`src/verilog/rfStack_params.svh`:
```
// size macros for the banked register file, included by the package and the RTL modules
`ifndef RFSTACK_PARAMS_SVH
`define RFSTACK_PARAMS_SVH

// width of one general purpose register
`define RF_DATA_WIDTH 32

// registers in each bank, x0 to x31
`define RF_NUM_REGS 32

// nested interrupt levels, one bank per level
// level 0 is the base (thread) level
`define RF_NUM_LEVELS 8

// byte address width of the APB slave port
// registers sit in the upper half of the map
`define RF_ADDR_WIDTH 8

`endif

```
`src/verilog/rfStack_pkg.sv`:
```
// shared types of the banked register file: widths, APB bus structs, write bundle, FSM state
`default_nettype none

package rfStack_pkg;

  `include "rfStack_params.svh"

  // widths that carry a meaning
  typedef logic [`RF_DATA_WIDTH-1:0]          dataT;      // one register value
  typedef logic [$clog2(`RF_NUM_REGS)-1:0]    regIndexT;  // register index
  typedef logic [$clog2(`RF_NUM_LEVELS)-1:0]  levelT;     // interrupt level
  typedef logic [`RF_ADDR_WIDTH-1:0]          apbAddrT;   // APB byte address

  // APB master to slave
  typedef struct packed {
    logic    psel;
    logic    penable;
    logic    pwrite;
    apbAddrT paddr;
    dataT    pwdata;
  } apbReqT;

  // APB slave to master
  typedef struct packed {
    dataT prdata;
    logic pready;
    logic pslverr;
  } apbRspT;

  // one register write, takes effect at the next edge
  typedef struct packed {
    logic     en;
    regIndexT addr;
    dataT     data;
  } rfWriteT;

  // level controller: LINKWRITE is the cycle after an entry
  typedef enum logic {
    IDLE,
    LINKWRITE
  } levelStateT;

endpackage

`default_nettype wire

```
`src/verilog/levelControl.sv`:
```
// interrupt level counter for regBankTop, handles entry and exit and issues the link write
`timescale 1ns/1ps
`default_nettype none

`include "rfStack_params.svh"

module levelControl (
  input  wire logic               clk,
  input  wire logic               reset,
  input  wire logic               entryReq,
  input  wire logic               exitReq,
  input  wire rfStack_pkg::dataT  retAddr,
  output rfStack_pkg::levelT      level,
  output rfStack_pkg::rfWriteT    raWr,
  output logic                    levelErr
);

  localparam rfStack_pkg::levelT topLevel = rfStack_pkg::levelT'(`RF_NUM_LEVELS - 1);

  rfStack_pkg::levelStateT state;
  rfStack_pkg::dataT       raHold;  // return address waiting for the link write
  logic atTop;
  logic atBottom;
  logic entryOk;
  logic exitOk;

  assign atTop    = (level == topLevel);
  assign atBottom = (level == '0);

  // overflow and underflow are refused in the same cycle
  assign levelErr = (entryReq && atTop) || (exitReq && atBottom);
  assign entryOk  = entryReq && !atTop;
  assign exitOk   = exitReq && !atBottom;

  always_ff @(posedge clk) begin
    if (reset) begin
      level <= '0;
      state <= rfStack_pkg::IDLE;
    end else begin
      if (entryOk) begin
        level <= level + 1'b1;
      end else if (exitOk) begin
        level <= level - 1'b1;
      end
      unique case (state)
        rfStack_pkg::IDLE: begin
          if (entryOk) state <= rfStack_pkg::LINKWRITE;
        end
        rfStack_pkg::LINKWRITE: begin
          state <= entryOk ? rfStack_pkg::LINKWRITE : rfStack_pkg::IDLE;
        end
        default: state <= rfStack_pkg::IDLE;
      endcase
    end
  end

  always_ff @(posedge clk) begin
    if (entryOk) raHold <= retAddr;
  end

  // level has already moved up, so rfStack writes bank level-1
  always_comb begin
    raWr.en   = (state == rfStack_pkg::LINKWRITE);
    raWr.addr = rfStack_pkg::regIndexT'(1);  // x1, fixed target
    raWr.data = raHold;
  end

endmodule

`default_nettype wire

```
`config.mk`:
```
export PLATFORM = sky130hd
export DESIGN_NAME = levelControl
export DESIGN_NICKNAME = d
export VERILOG_FILES = /design/src/verilog/rfStack_pkg.sv /design/src/verilog/levelControl.sv
export VERILOG_INCLUDE_DIRS = /design/src /design/src/verilog
export SDC_FILE = /design/constraint.sdc
export NUM_CORES = 1
export LEC_CHECK = 0
export ABC_AREA = 1
export BUFFER_PORTS_ARGS = -buffer_cell sky130_fd_sc_hd__buf_2
export CAP_MARGIN = 20
export CORE_MARGIN = 2
export CORE_UTILIZATION = 41
export CTS_CLUSTER_SIZE = 24
export DETAILED_ROUTE_END_ITERATION = 7
export PLACE_DENSITY = 0.78
export SLEW_MARGIN = 20
export SYNTH_ARGS = -nofsm -noshare
export SYNTH_HDL_FRONTEND = slang
export SYNTH_SLANG_ARGS = --single-unit
```
`constraint.sdc`:
```
create_clock -name clk -period 1.5 [get_ports clk]
set_input_delay 0.075 -clock clk [delete_from_list [all_inputs] [get_ports clk]]
set_output_delay 0.075 -clock clk [all_outputs]
set_load 0.005 [all_outputs]
```
==> results.md <==
* Status: finished, violations left
* Failing checks: design-rule violations
* Clk pin slew, worst setup/hold paths at roughly 0.10 ns
* Final hold viol count at 0
* Total GRT Usage at 18.0%
* Remaining DRCs at 9
* Num rows at 19
* Post-DP HPWL at between 1500 and 2000 µm
* Sequential fraction of the synthesis area at 84.6%
* DR WL/cell at 13.8 µm
* Data required, critical path at roughly 1.7 ns
* Vias per inst at ~4.4
* Post-Syn Area per Cell at about 17 µm²
* P_leak at 0.916 nW
* GRT overflow at 0
* Final Cycle Share at just over 90%
* IO buf count at 72
* Initial Utilization at 43.9%
* Startpoint Class: register
* Root Buffer: clkbuf_4
* IO Pins at between 70 and 80
* Post-CTS setup repair buffer count at 0
* Delay-heaviest family, CP: flip-flops
* Post-route minimum period at 1.40 ns
* DR vias at between 900 and 1000
* Max-Cap Viols at 0
* Share of cells above drive strength 1 at roughly 47%
* # clock sinks at 36
* 1st-pass router iterations at 8
* Crit. End Element: register
* Core area at 2810 µm²
* Area leader, netlist: edfxtp_1
* Worst-skew pair later-pin latency at approximately 0.34 ns
* Final Util at around 72%
* Ys Warns at 0
* Placer Congestion at around 0.7
* Die Area at 3460 µm²
* Max Clk Rate at between 0.7 and 0.8 GHz
* CP Class: register to register
* CP Buf/Inv Count at 0
* Hold crit path type: primary input to register
* CTS tree: done
* Max clock buf depth at 2
* CTS Buf Count at 5
* Initial DRC Count at 30
* Crit-path max FO at 6
* Post-synthesis adder-cell area fraction at ~1.6%
* Die height at around 59 µm
* Number of nets in the layout at 218
* Syn Std Cell Area at roughly 1200 µm²
* Multiplexer share of the synthesized area at 0%
* Fin Clk Skew at roughly 0.0026 ns
* Final ANT Viol Nets at 0
* Post-Synth Simple-Gate Area at 4.78%
* Vias in the first global route at about 960
* Synth top area share at 78.0%
* Die width at approximately 59 µm
* First-pass GRT wire length at around 4400 µm
* Design area at approximately 2000 µm²
* Worst-path cell chain: nand3_2 -> nand2_2 -> fa_2 -> a21oi_1 -> nand2_1 -> a21oi_2 -> nor2_1
* Max Slew Vio Count at 0
* Peak VDD IR at 693 µV
* Critical Path Max Stage Delay at 0.38 ns
* WP data arrival at about 1.6 ns
* Area growth, synth to finish at 65.1%
* Synth Area in XOR/XNOR at 0%
* Top cells by area, synth: edfxtp_1, dfxtp_1, buf_4
* Slowest cell on crit path: dfxtp_4
* Synth Instances at around 70
* Largest family of logic cells by synthesized area: buffers and inverters
* Area after DPL at between 1500 and 2000 µm²
* Filler instances at between 150 and 200
* Drt total wl at 2940 µm
* Post-synth cell types at 15
* Antenna Cells at 0
* Synth Register Bits at 36
* Number of H-tree levels at 2
* Initial antenna violation count at 0
* Compound-Gate Fraction of Synth Area at about 2.9%
* Setup Viol. Count Final at 0
* Largest net degree at the start of global routing at 20
* Pwr Density at 1060 nW/µm²
[cell usage in the layout (no fill, tap or decap)]
cell type,Yosys,layout
a21oi_1,4,3
a21oi_2,0,1
buf_12,0,1
buf_2,0,72
bufinv_16,0,1
clkbuf_4,0,5
clkinv_1,0,2
conb_1,2,5
dfxtp_1,4,2
dfxtp_2,0,1
dfxtp_4,0,1
dlygate4sd3_1,0,33
edfxtp_1,32,32
fa_2,0,1
inv_1,5,5
inv_2,1,1
nand2_1,6,6
nand2_2,1,1
nand3_1,1,1
nand3_2,1,1
nor2_1,4,4
o21ai_0,2,2
o22ai_1,1,1
[metrics by stage]
stage | setup TNS (ns) | setup slack, ns | power (mW) | hold WS, ns | instances
after floorplan | 0 | 0.114 | 1.32 | 0.147 | 74
after global placement | 0 | 0.100 | 1.43 | 0.252 | 172
after detailed placement | 0 | 0.0170 | 1.45 | 0.253 | 172
after CTS | 0 | 0.00951 | 2.16 | 0.0400 | 213
after global routing | -0.00438 | -0.00438 | 2.24 | 0.0557 | 213
final | 0 | 0.103 | 2.15 | 0.0619 | 213
[layout make-up]
| cell class | count | area, µm² | area share [%] |
|---|---|---|---|
| well taps | 31 | 38.8 | 1.91 |
| clock buffers | 5 | 37.5 | 1.85 |
| inverters | 6 | 22.5 | 1.11 |
| repair buffers | 106 | 711 | 35.0 |
| clock inverters | 3 | 37.5 | 1.85 |
| multi-input cells | 26 | 140 | 6.89 |
| flip-flops and latches | 36 | 1050 | 51.4 |
[where the power goes]
group	switching, mW	internal [mW]	leakage [nW]
clock	0.303	0.340	0.0403
combinational	0.132	0.167	0.529
sequential	0.0351	1.17	0.347
[registers in the layout, summed over array words and instances, names as in the netlist]
name and cells:
raHold 32, level 3, state 1
[cells by family after synthesis]
group                    after synthesis
flip-flops                            36
AND/OR/NAND/NOR                       13
buffers and inverters                 12
AO/OA/AOI/OAI                          7
other                                  2
adder cells (fa/ha/maj)                1
[worst reg2reg max path, stage by stage (launching register included)]
cell,delay (ns)
dfxtp_4,0.38
nand3_2,0.10
nand2_2,0.10
fa_2,0.35
a21oi_1,0.11
nand2_1,0.09
a21oi_2,0.12
nor2_1,0.05
[cells in the mapped netlist]
cell type  number
buf_4           6
nor2_1          4
nand3_2         1
nand2_1         6
o22ai_1         1
conb_1          2
nand3_1         1
a21oi_1         4
dfxtp_1         4
fa_1            1
nand2_2         1
inv_2           1
edfxtp_1       32
inv_1           5
o21ai_0         2
[final timing paths]
check | start | endpoint | slack (ns) | cells after the start
max | level[0]$_SDFFE_PP0P_ | level[2]$_SDFFE_PP0P_ | 0.10 | 7
min | entryReq | state$_SDFF_PP0_ | 0.06 | 3
max reg2reg | level[0]$_SDFFE_PP0P_ | level[2]$_SDFFE_PP0P_ | 0.10 | 7
min reg2reg | level[0]$_SDFFE_PP0P_ | level[0]$_SDFFE_PP0P_ | 0.50 | 1
[timing repair]
item	CTS	global route
endpoints found under the setup margin	0	2
endpoints found under the hold margin	33	0
hold buffers	33	0
gates resized for setup	0	5
[metal layers]
layer  wire [µm]  up-vias  track usage, %
met3         325        6            7.25
met1        1080      418            18.1
met2        1470       60            31.9
met4          58        0            8.77
met5           0        -               0
li1            -      457               -
Power figures use the tool's default switching activity.
