$ cat src/verilog/rfStack_params.svh
// size macros for the banked register file, included by the package and the RTL modules
`ifndef RFSTACK_PARAMS_SVH
`define RFSTACK_PARAMS_SVH

// width of one general purpose register
`define RF_DATA_WIDTH 32

// registers in each bank, x0 to x31
`define RF_NUM_REGS 32

// nested interrupt levels, one bank per level
// level 0 is the base (thread) level
`define RF_NUM_LEVELS 8

// byte address width of the APB slave port
// registers sit in the upper half of the map
`define RF_ADDR_WIDTH 8

`endif

$ cat src/verilog/rfStack_pkg.sv
// shared types of the banked register file: widths, APB bus structs, write bundle, FSM state
`default_nettype none

package rfStack_pkg;

  `include "rfStack_params.svh"

  // widths that carry a meaning
  typedef logic [`RF_DATA_WIDTH-1:0]          dataT;      // one register value
  typedef logic [$clog2(`RF_NUM_REGS)-1:0]    regIndexT;  // register index
  typedef logic [$clog2(`RF_NUM_LEVELS)-1:0]  levelT;     // interrupt level
  typedef logic [`RF_ADDR_WIDTH-1:0]          apbAddrT;   // APB byte address

  // APB master to slave
  typedef struct packed {
    logic    psel;
    logic    penable;
    logic    pwrite;
    apbAddrT paddr;
    dataT    pwdata;
  } apbReqT;

  // APB slave to master
  typedef struct packed {
    dataT prdata;
    logic pready;
    logic pslverr;
  } apbRspT;

  // one register write, takes effect at the next edge
  typedef struct packed {
    logic     en;
    regIndexT addr;
    dataT     data;
  } rfWriteT;

  // level controller: LINKWRITE is the cycle after an entry
  typedef enum logic {
    IDLE,
    LINKWRITE
  } levelStateT;

endpackage

`default_nettype wire

$ cat src/verilog/apbRegPort.sv
// APB slave of regBankTop, maps bus transfers to register accesses and level commands
`timescale 1ns/1ps
`default_nettype none

`include "rfStack_params.svh"

module apbRegPort (
  input  wire logic                  clk,
  input  wire logic                  reset,
  input  wire rfStack_pkg::apbReqT   apbReq,
  output rfStack_pkg::apbRspT        apbRsp,
  output rfStack_pkg::rfWriteT       rfWr,
  output rfStack_pkg::regIndexT      rdAddr,
  input  wire rfStack_pkg::dataT     rdData,
  input  wire rfStack_pkg::dataT     readRa,
  input  wire rfStack_pkg::levelT    level,
  output logic                       entryReq,
  output logic                       exitReq,
  output rfStack_pkg::dataT          retAddr,
  input  wire logic                  levelErr
);

  // word addresses of the command block
  localparam rfStack_pkg::apbAddrT addrLevel = 'h00;
  localparam rfStack_pkg::apbAddrT addrEntry = 'h04;
  localparam rfStack_pkg::apbAddrT addrExit  = 'h08;
  localparam rfStack_pkg::apbAddrT addrRa    = 'h0C;

  rfStack_pkg::apbAddrT addr;
  logic setupSeen;  // previous cycle was a setup phase
  logic accessPhase;
  logic access;
  logic isReg;
  logic isLevel;
  logic isEntry;
  logic isExit;
  logic isRa;
  logic decoded;
  logic roWrite;

  assign addr        = apbReq.paddr;
  assign accessPhase = apbReq.psel && apbReq.penable;

  // a held penable would otherwise repeat the command
  always_ff @(posedge clk) begin
    if (reset) begin
      setupSeen <= 1'b0;
    end else begin
      setupSeen <= apbReq.psel && !apbReq.penable;
    end
  end

  assign access = accessPhase && setupSeen;  // first access cycle only

  // upper half of the map holds x0..x31, word aligned
  assign isReg   = addr[`RF_ADDR_WIDTH-1] && (addr[1:0] == 2'b00);
  assign isLevel = (addr == addrLevel);
  assign isEntry = (addr == addrEntry);
  assign isExit  = (addr == addrExit);
  assign isRa    = (addr == addrRa);
  assign decoded = isReg || isLevel || isEntry || isExit || isRa;
  assign roWrite = apbReq.pwrite && (isLevel || isRa);

  // register path
  assign rdAddr = addr[6:2];
  always_comb begin
    rfWr.en   = access && apbReq.pwrite && isReg;
    rfWr.addr = addr[6:2];
    rfWr.data = apbReq.pwdata;
  end

  // level commands, one cycle pulses
  assign entryReq = access && apbReq.pwrite && isEntry;
  assign exitReq  = access && apbReq.pwrite && isExit;
  assign retAddr  = apbReq.pwdata;

  always_comb begin
    if (isReg) begin
      apbRsp.prdata = rdData;
    end else if (isLevel) begin
      apbRsp.prdata = rfStack_pkg::dataT'(level);  // zero extended
    end else if (isRa) begin
      apbRsp.prdata = readRa;
    end else begin
      apbRsp.prdata = '0;
    end
    apbRsp.pready  = accessPhase;  // no wait states
    apbRsp.pslverr = access && (!decoded || roWrite || levelErr);
  end

endmodule

`default_nettype wire

$ cat config.mk
export PLATFORM = sky130hd
export DESIGN_NAME = apbRegPort
export DESIGN_NICKNAME = d
export VERILOG_FILES = /design/src/verilog/rfStack_pkg.sv /design/src/verilog/apbRegPort.sv
export VERILOG_INCLUDE_DIRS = /design/src /design/src/verilog
export SDC_FILE = /design/constraint.sdc
export NUM_CORES = 1
export LEC_CHECK = 0
export BUFFER_PORTS_ARGS = -buffer_cell sky130_fd_sc_hd__clkbuf_2
export CORE_AREA = 2 2 86 88
export DETAILED_ROUTE_END_ITERATION = 8
export DIE_AREA = 0 0 88 90
export PLACE_DENSITY = 0.66
export SETUP_SLACK_MARGIN = 0.3
export SKIP_LAST_GASP = 1
export SYNTH_ARGS = -nofsm -noshare
export SYNTH_HDL_FRONTEND = slang
export SYNTH_SLANG_ARGS = --single-unit
$ cat constraint.sdc
create_clock -name clk -period 3.4 [get_ports clk]
set_clock_uncertainty 0.15 [all_clocks]
set_input_delay 0.34 -clock clk [delete_from_list [all_inputs] [get_ports clk]]
set_output_delay 0.34 -clock clk [all_outputs]
set_load 0.01 [all_outputs]
==> summary.txt, run 1 <==
STA
-------------------------------------------------------------------------------------
Total Negative Setup Slacks                                                      0 ns
Tcrit/Tclk final                                                                0.682
Number of failing hold endpoints at the final stage                                 0
Achievable clock frequency                                                    431 MHz
Slew Limit Headroom                                                             0.644
Transition time at the pin with the least slew margin                        0.532 ns
RSZ-0062 raised after global routing                                            false
Final Slew Violations                                                               0
Clock period minus final worst setup slack                                    2.32 ns
Post-Route Hold Slack                                                        0.356 ns
Final setup fails                                                                   0

PLACEMENT
-------------------------------------------------------------------------------------
Half-perimeter wire length of the detailed placement result                   3280 µm
Routability-driven placement congestion ratio                                   0.698
Count of buffers inserted at the top-level ports                                  127
Area after detailed placement                                             0.00125 mm²

SYNTHESIS
-------------------------------------------------------------------------------------
Sequential share of the synthesized area                                       0.0185
Count of synthesis-stage warnings from yosys                                        0
Syn Inst Count                                                                    139
Main synth FF type                                                       sky130_fd_sc_hd__dfxtp_1
Cell area after synthesis                                                 0.00108 mm²
Post-synth net total                                                              252
Async S/R FF share, synth                                                           0
Unique masters post-synth                                                          21
Total of flip-flops plus latches after synthesis                                    1
Count of flip-flops with a built-in enable after synthesis                          0
Mean post-synth cell area                                                    7.79 µm²

GRT
-------------------------------------------------------------------------------------
Antenna violations before repair                                                    0
Via count of the first global-routing pass                                       1030
Global-route congestion overflow total                                              0
GR Util All Layers                                                             0.0773
Global-route wire length before repair                                        4860 µm
Pin count of the biggest net entering global routing                               33

FINAL LAYOUT
-------------------------------------------------------------------------------------
FF/Latch Area                                                                20.0 µm²
Most frequent standard cell in the layout excluding fill and tap cells   sky130_fd_sc_hd__clkbuf_2
Filler cell count                                                                 816
Leading cell types in the layout, fill and taps excluded                 sky130_fd_sc_hd__clkbuf_2, sky130_fd_sc_hd__a22o_1, sky130_fd_sc_hd__and2_1, sky130_fd_sc_hd__a221o_2, sky130_fd_sc_hd__nor3_1
Final net count                                                                   302
Final Instance Area                                                       0.00125 mm²
Layout cell share with drive strength beyond 1                                  0.733
Diodes inserted                                                                     0
Largest register FFs                                                                1
Largest reg by FF count                                                     setupSeen
Area growth from synthesis to final layout                                      15.8%
Registers with the most flip-flops                                       setupSeen (1)
Multi-input gate area                                                         455 µm²

RUN STATUS
-------------------------------------------------------------------------------------
Status                                                                   finished, final reports clean

ROUTING
-------------------------------------------------------------------------------------
Post-DR vias/cell                                                                3.87
ANT nets after route                                                                0
Total via count in the routed design                                             1106
Routed Wire Length                                                            3670 µm
Number of remaining DRC errors                                                      0
Post-DR wirelength/cell                                                       12.8 µm
Iteration count of the initial detailed-routing pass                                3
DRT iter0 DRCs                                                                     16

FLOORPLAN
-------------------------------------------------------------------------------------
Standard-cell rows                                                                 31
Full die area                                                             0.00792 mm²
Number of top-level design ports                                                  224
Die Y                                                                           90 µm
Core ar.                                                                  0.00702 mm²
Die outline width                                                               88 µm
Initial cell density of the core                                                0.154

WORST SETUP PATH
-------------------------------------------------------------------------------------
Kind of capture point of the worst setup path                            primary output
Maximum fanout along the worst path                                                32
Signal arrival time at the worst endpoint                                     1.83 ns
Type of element launching the critical path                                 input pin
WS Path Type                                                             input pin to primary output
Required time reported for the critical path endpoint                         2.91 ns

POWER
-------------------------------------------------------------------------------------
Ratio of total power to cell area                                         91.8 mW/mm²
Peak supply drop                                                          0.0000613 V
LEAKAGE                                                                      0.709 nW

WORST HOLD PATH
-------------------------------------------------------------------------------------
Worst Hold Class                                                         input pin to flip-flop
Number of cells traversed by the worst hold path                                    2

JOB
-------------------------------------------------------------------------------------
Number of maximum-capacitance constraint violations                                 0

CLOCK NETWORK
-------------------------------------------------------------------------------------
Clock transition at path regs                                                    0 ns
Setup repair bufs after CTS                                                         0
PostCTS Resize Cnt                                                                  0
Hold Buf Count CTS                                                                  0

[layout make-up]
| cell class | instances | share of cell area |
|---|---|---|
| repair buffers | 129 | 0.519 |
| multi-input cells | 56 | 0.363 |
| well taps | 99 | 0.0988 |
| flip-flops and latches | 1 | 0.0160 |
| inverters | 1 | 0.00299 |
[where the power goes]
| part | total, mW | internal, mW | switching, mW |
|---|---|---|---|
| clock network | 0 | 0 | 0 |
| registers | 0.0127 | 0.0125 | 0.000231 |
| logic | 0.102 | 0.0569 | 0.0455 |
| total | 0.115 | 0.0694 | 0.0457 |
[metrics by stage]
step	power, mW	instances	util	setup WS, ns
floorplan	0.132	139	-	1.35
global route	0.126	286	0.179	0.965
finish	0.115	286	0.179	1.08
detailed placement	0.117	286	0.179	1.06
CTS	0.117	286	0.179	1.06
global placement	0.116	286	0.179	1.09
[worst paths after layout]
kind,from,to,slack [ns]
worst max-delay path,apbReq[37],apbRsp[4],1.08
worst min-delay path,reset,setupSeen$_SDFF_PP0_,0.36
[routing by layer]
metal	vias to the layer above	routed length [µm]	global-route usage
li1	522	-	-
met1	469	1310	0.0728
met2	106	1870	0.160
met3	9	423	0.0174
met4	0	61	0.0167
met5	-	0	0
[critical path: stages]
cell                       delay [ns]
sky130_fd_sc_hd__clkbuf_2        0.10
sky130_fd_sc_hd__or4_4           0.55
sky130_fd_sc_hd__nor4_4          0.13
sky130_fd_sc_hd__buf_4           0.36
sky130_fd_sc_hd__a221o_2         0.21
sky130_fd_sc_hd__clkbuf_2        0.13
[synthesized netlist by cell type (all sizes together), types with 2 or more instances]
master	number	area, µm²
buf	78	597
a22o	29	254
and2	4	25.0
a221o	3	33.8
clkbuf	3	11.3
nor3	3	15.0
or4	3	26.3
nand2b	2	12.5
nand3	2	10.0
nor2	2	7.51
nor3b	2	15.0
[cell families after synthesis]
logic type,Yosys count,synth area share
AND/OR/NAND/NOR,22,0.139
flip-flops,1,0.0185
buffers and inverters,82,0.565
AO/OA/AOI/OAI,34,0.277
Power figures use the tool's default switching activity.
==> run 2: changes to the inputs <==
CORE_AREA = 2 2 87 89   (was 2 2 86 88)
DIE_AREA = 0 0 89 91   (was 0 0 88 90)
PLACE_DENSITY = 0.65   (was 0.66)
clock period = 2.4 ns   (was 3.4 ns; I/O delays follow)
==> run 2 against run 1 <==
Total power is 41% higher. Combinational power increased by 42%. Via count fell by 1.4%. Global-route usage shrank 0.70 points. Critical path depth fell by 1. Final cell count up 0.70%. Flip-flop and latch count unchanged. Sequential power up 42%. Setup slack lost 0.73 ns. Largest power group unchanged. Highest routed layer unchanged.
==> summary.txt, run 2 (synthesized netlist as in run 1, its figures left out) <==
STA
-------------------------------------------------------------------------------------
Number of failing hold endpoints at the final stage                                 0   unchanged
Final setup slack of the worst path                                          0.349 ns   -0.732 ns
Tcrit/Tclk final                                                                0.854
Clock period minus final worst setup slack                                    2.05 ns
Achievable clock frequency                                                    488 MHz
RSZ-0062 raised after global routing                                             true
Slew Limit Headroom                                                             0.828   +0.184
Total Negative Setup Slacks                                                      0 ns   unchanged
Final Slew Violations                                                               0   unchanged
Final setup fails                                                                   0   unchanged
Transition time at the pin with the least slew margin                        0.259 ns   -0.273 ns

ROUTING
-------------------------------------------------------------------------------------
Number of remaining DRC errors                                                      0   unchanged
DRT iter0 DRCs                                                                     14   -2
Post-DR wirelength/cell                                                       11.8 µm   -7.6%
ANT nets after route                                                                0   unchanged
Post-DR vias/cell                                                                3.79   -2.0%
Total via count in the routed design                                             1091   -1.4%
Routed Wire Length                                                            3410 µm   -7.0%
Iteration count of the initial detailed-routing pass                                3   unchanged

POWER
-------------------------------------------------------------------------------------
Switching power share of the total                                              0.390   -0.00775
Net switching power                                                         0.0633 mW   +38%
Ratio of total power to cell area                                          127 mW/mm²   +39%
Reg power frac                                                                  0.111   about the same
Combinational share of power                                                    0.889   about the same
Part of the total power dissipated in the clock network                             0   unchanged
LEAKAGE                                                                      0.721 nW   +1.6%
Peak supply drop                                                          0.0000834 V   +36%
Internal power of the cells                                                 0.0992 mW   +43%

FLOORPLAN
-------------------------------------------------------------------------------------
Standard-cell rows                                                                 31   unchanged
Initial cell density of the core                                                0.152   -0.00251
Number of top-level design ports                                                  224   unchanged
Core ar.                                                                  0.00714 mm²   +1.7%
Die outline width                                                               89 µm   +1.1%
Full die area                                                             0.00810 mm²   +2.3%
Die Y                                                                           91 µm   +1.1%

GRT
-------------------------------------------------------------------------------------
Antenna violations before repair                                                    0   unchanged
Pin count of the biggest net entering global routing                               27   -18%
Via count of the first global-routing pass                                       1082   +5.0%
Global-route congestion overflow total                                              0   unchanged
GR Util All Layers                                                             0.0703   -0.00697
Global-route wire length before repair                                        4640 µm   -4.4%

CLOCK NETWORK
-------------------------------------------------------------------------------------
Hold Buf Count CTS                                                                  0   unchanged
Setup repair bufs after CTS                                                         0   unchanged
Clock transition at path regs                                                    0 ns   unchanged

FINAL LAYOUT
-------------------------------------------------------------------------------------
Final Instance Area                                                       0.00128 mm²   +1.9%
Registers with the most flip-flops                                       setupSeen (1)
Layout cell share with drive strength beyond 1                                  0.741   +0.00812
Diodes inserted                                                                     0   unchanged
Leading cell types in the layout, fill and taps excluded                 sky130_fd_sc_hd__clkbuf_2, sky130_fd_sc_hd__a22o_1, sky130_fd_sc_hd__and2_1, sky130_fd_sc_hd__a221o_2, sky130_fd_sc_hd__buf_4
Area growth from synthesis to final layout                                      18.0%
Final net count                                                                   304   +0.66%
Largest reg by FF count                                                     setupSeen
Largest register FFs                                                                1   unchanged
Util after Layout                                                               0.179   +0.000419
Most frequent standard cell in the layout excluding fill and tap cells   sky130_fd_sc_hd__clkbuf_2

WORST SETUP PATH
-------------------------------------------------------------------------------------
Worst-path cell with the longest stage delay                             sky130_fd_sc_hd__or3_2
Cell occurring most often along the worst timing path                    sky130_fd_sc_hd__clkbuf_2
Start point of the critical path                                           apbReq[37]
Signal arrival time at the worst endpoint                                     1.66 ns   -0.17 ns
Worst path max stage delay                                                    0.49 ns   -0.06 ns
Kind of capture point of the worst setup path                            primary output
Maximum fanout along the worst path                                                 4   -88%
Cell Chain, Critical Path                                                clkbuf_2 > or3_2 > or4_1 > nor3_1 > clkbuf_2
Type of element launching the critical path                                 input pin
WS Path Type                                                             input pin to primary output
Required time reported for the critical path endpoint                         2.01 ns   -0.90 ns

WORST HOLD PATH
-------------------------------------------------------------------------------------
Worst Hold Class                                                         input pin to flip-flop
Launch point of the worst hold path                                             reset

JOB
-------------------------------------------------------------------------------------
Number of maximum-capacitance constraint violations                                 0   unchanged

PLACEMENT
-------------------------------------------------------------------------------------
DP Worst Slack                                                               0.286 ns   -0.774 ns
Count of buffers inserted at the top-level ports                                  127   unchanged
Area after detailed placement                                             0.00127 mm²   +1.2%
Routability-driven placement congestion ratio                                   0.651   -6.8%
Half-perimeter wire length of the detailed placement result                   3060 µm   -6.7%

RUN STATUS
-------------------------------------------------------------------------------------
Status                                                                   finished, final reports clean

## run 2: cell types whose count changed in the layout (fill, tap and decap cells not counted)
cell,delta
sky130_fd_sc_hd__nor3_1,-1
sky130_fd_sc_hd__buf_4,+1
sky130_fd_sc_hd__nor3_2,+1
sky130_fd_sc_hd__buf_6,+1
## run 2: area by class of cell
class | count | area (µm²)
well taps | 99 | 124
inverters | 1 | 3.75
repair buffers | 131 | 669
multi-input cells | 56 | 460
fillers | 860 | 5860
flip-flops and latches | 1 | 20.0
## run 2: worst max-delay path: cells and delay by family
family        cells  cell delay [ns]
simple gates      3             1.16
buf+inv           2             0.26
## run 2: power groups by stage
stage / Clock [mW] / Combinational [mW] / Sequential [mW]
finish: 0 / 0.145 / 0.0180
global route: 0 / 0.161 / 0.0180
CTS: 0 / 0.147 / 0.0180
detailed placement: 0 / 0.146 / 0.0180
global placement: 0 / 0.145 / 0.0179
floorplan: 0 / 0.169 / 0.0179
## run 2: repair_timing
| action | in CTS | in global routing |
|---|---|---|
| gates cloned | 0 | 0 |
| resized for setup | 1 | 1 |
| setup endpoints to repair | 7 | 9 |
## run 2: stage by stage
stage | cells | power [mW] | hold WS [ns]
after floorplan | 139 | 0.186 | 0.165
after global placement | 288 | 0.163 | 0.254
after detailed placement | 288 | 0.164 | 0.255
after CTS | 288 | 0.165 | 0.255
after global routing | 288 | 0.179 | 0.262
final | 288 | 0.162 | 0.253
## run 2: final timing paths
kind / to / slack, ns / depth (start not counted)
setup / recovery: exitReq / 0.35 / 5
hold / removal: setupSeen$_SDFF_PP0_ / 0.25 / 2
## run 2: metal layers
| layer | vias to the layer above | track usage | wire length, µm |
|---|---|---|---|
| met5 | - | 0 | 0 |
| met4 | 0 | 0.0187 | 84 |
| met3 | 14 | 0.00909 | 432 |
| met2 | 101 | 0.149 | 1700 |
| met1 | 448 | 0.0659 | 1190 |
| li1 | 528 | - | - |
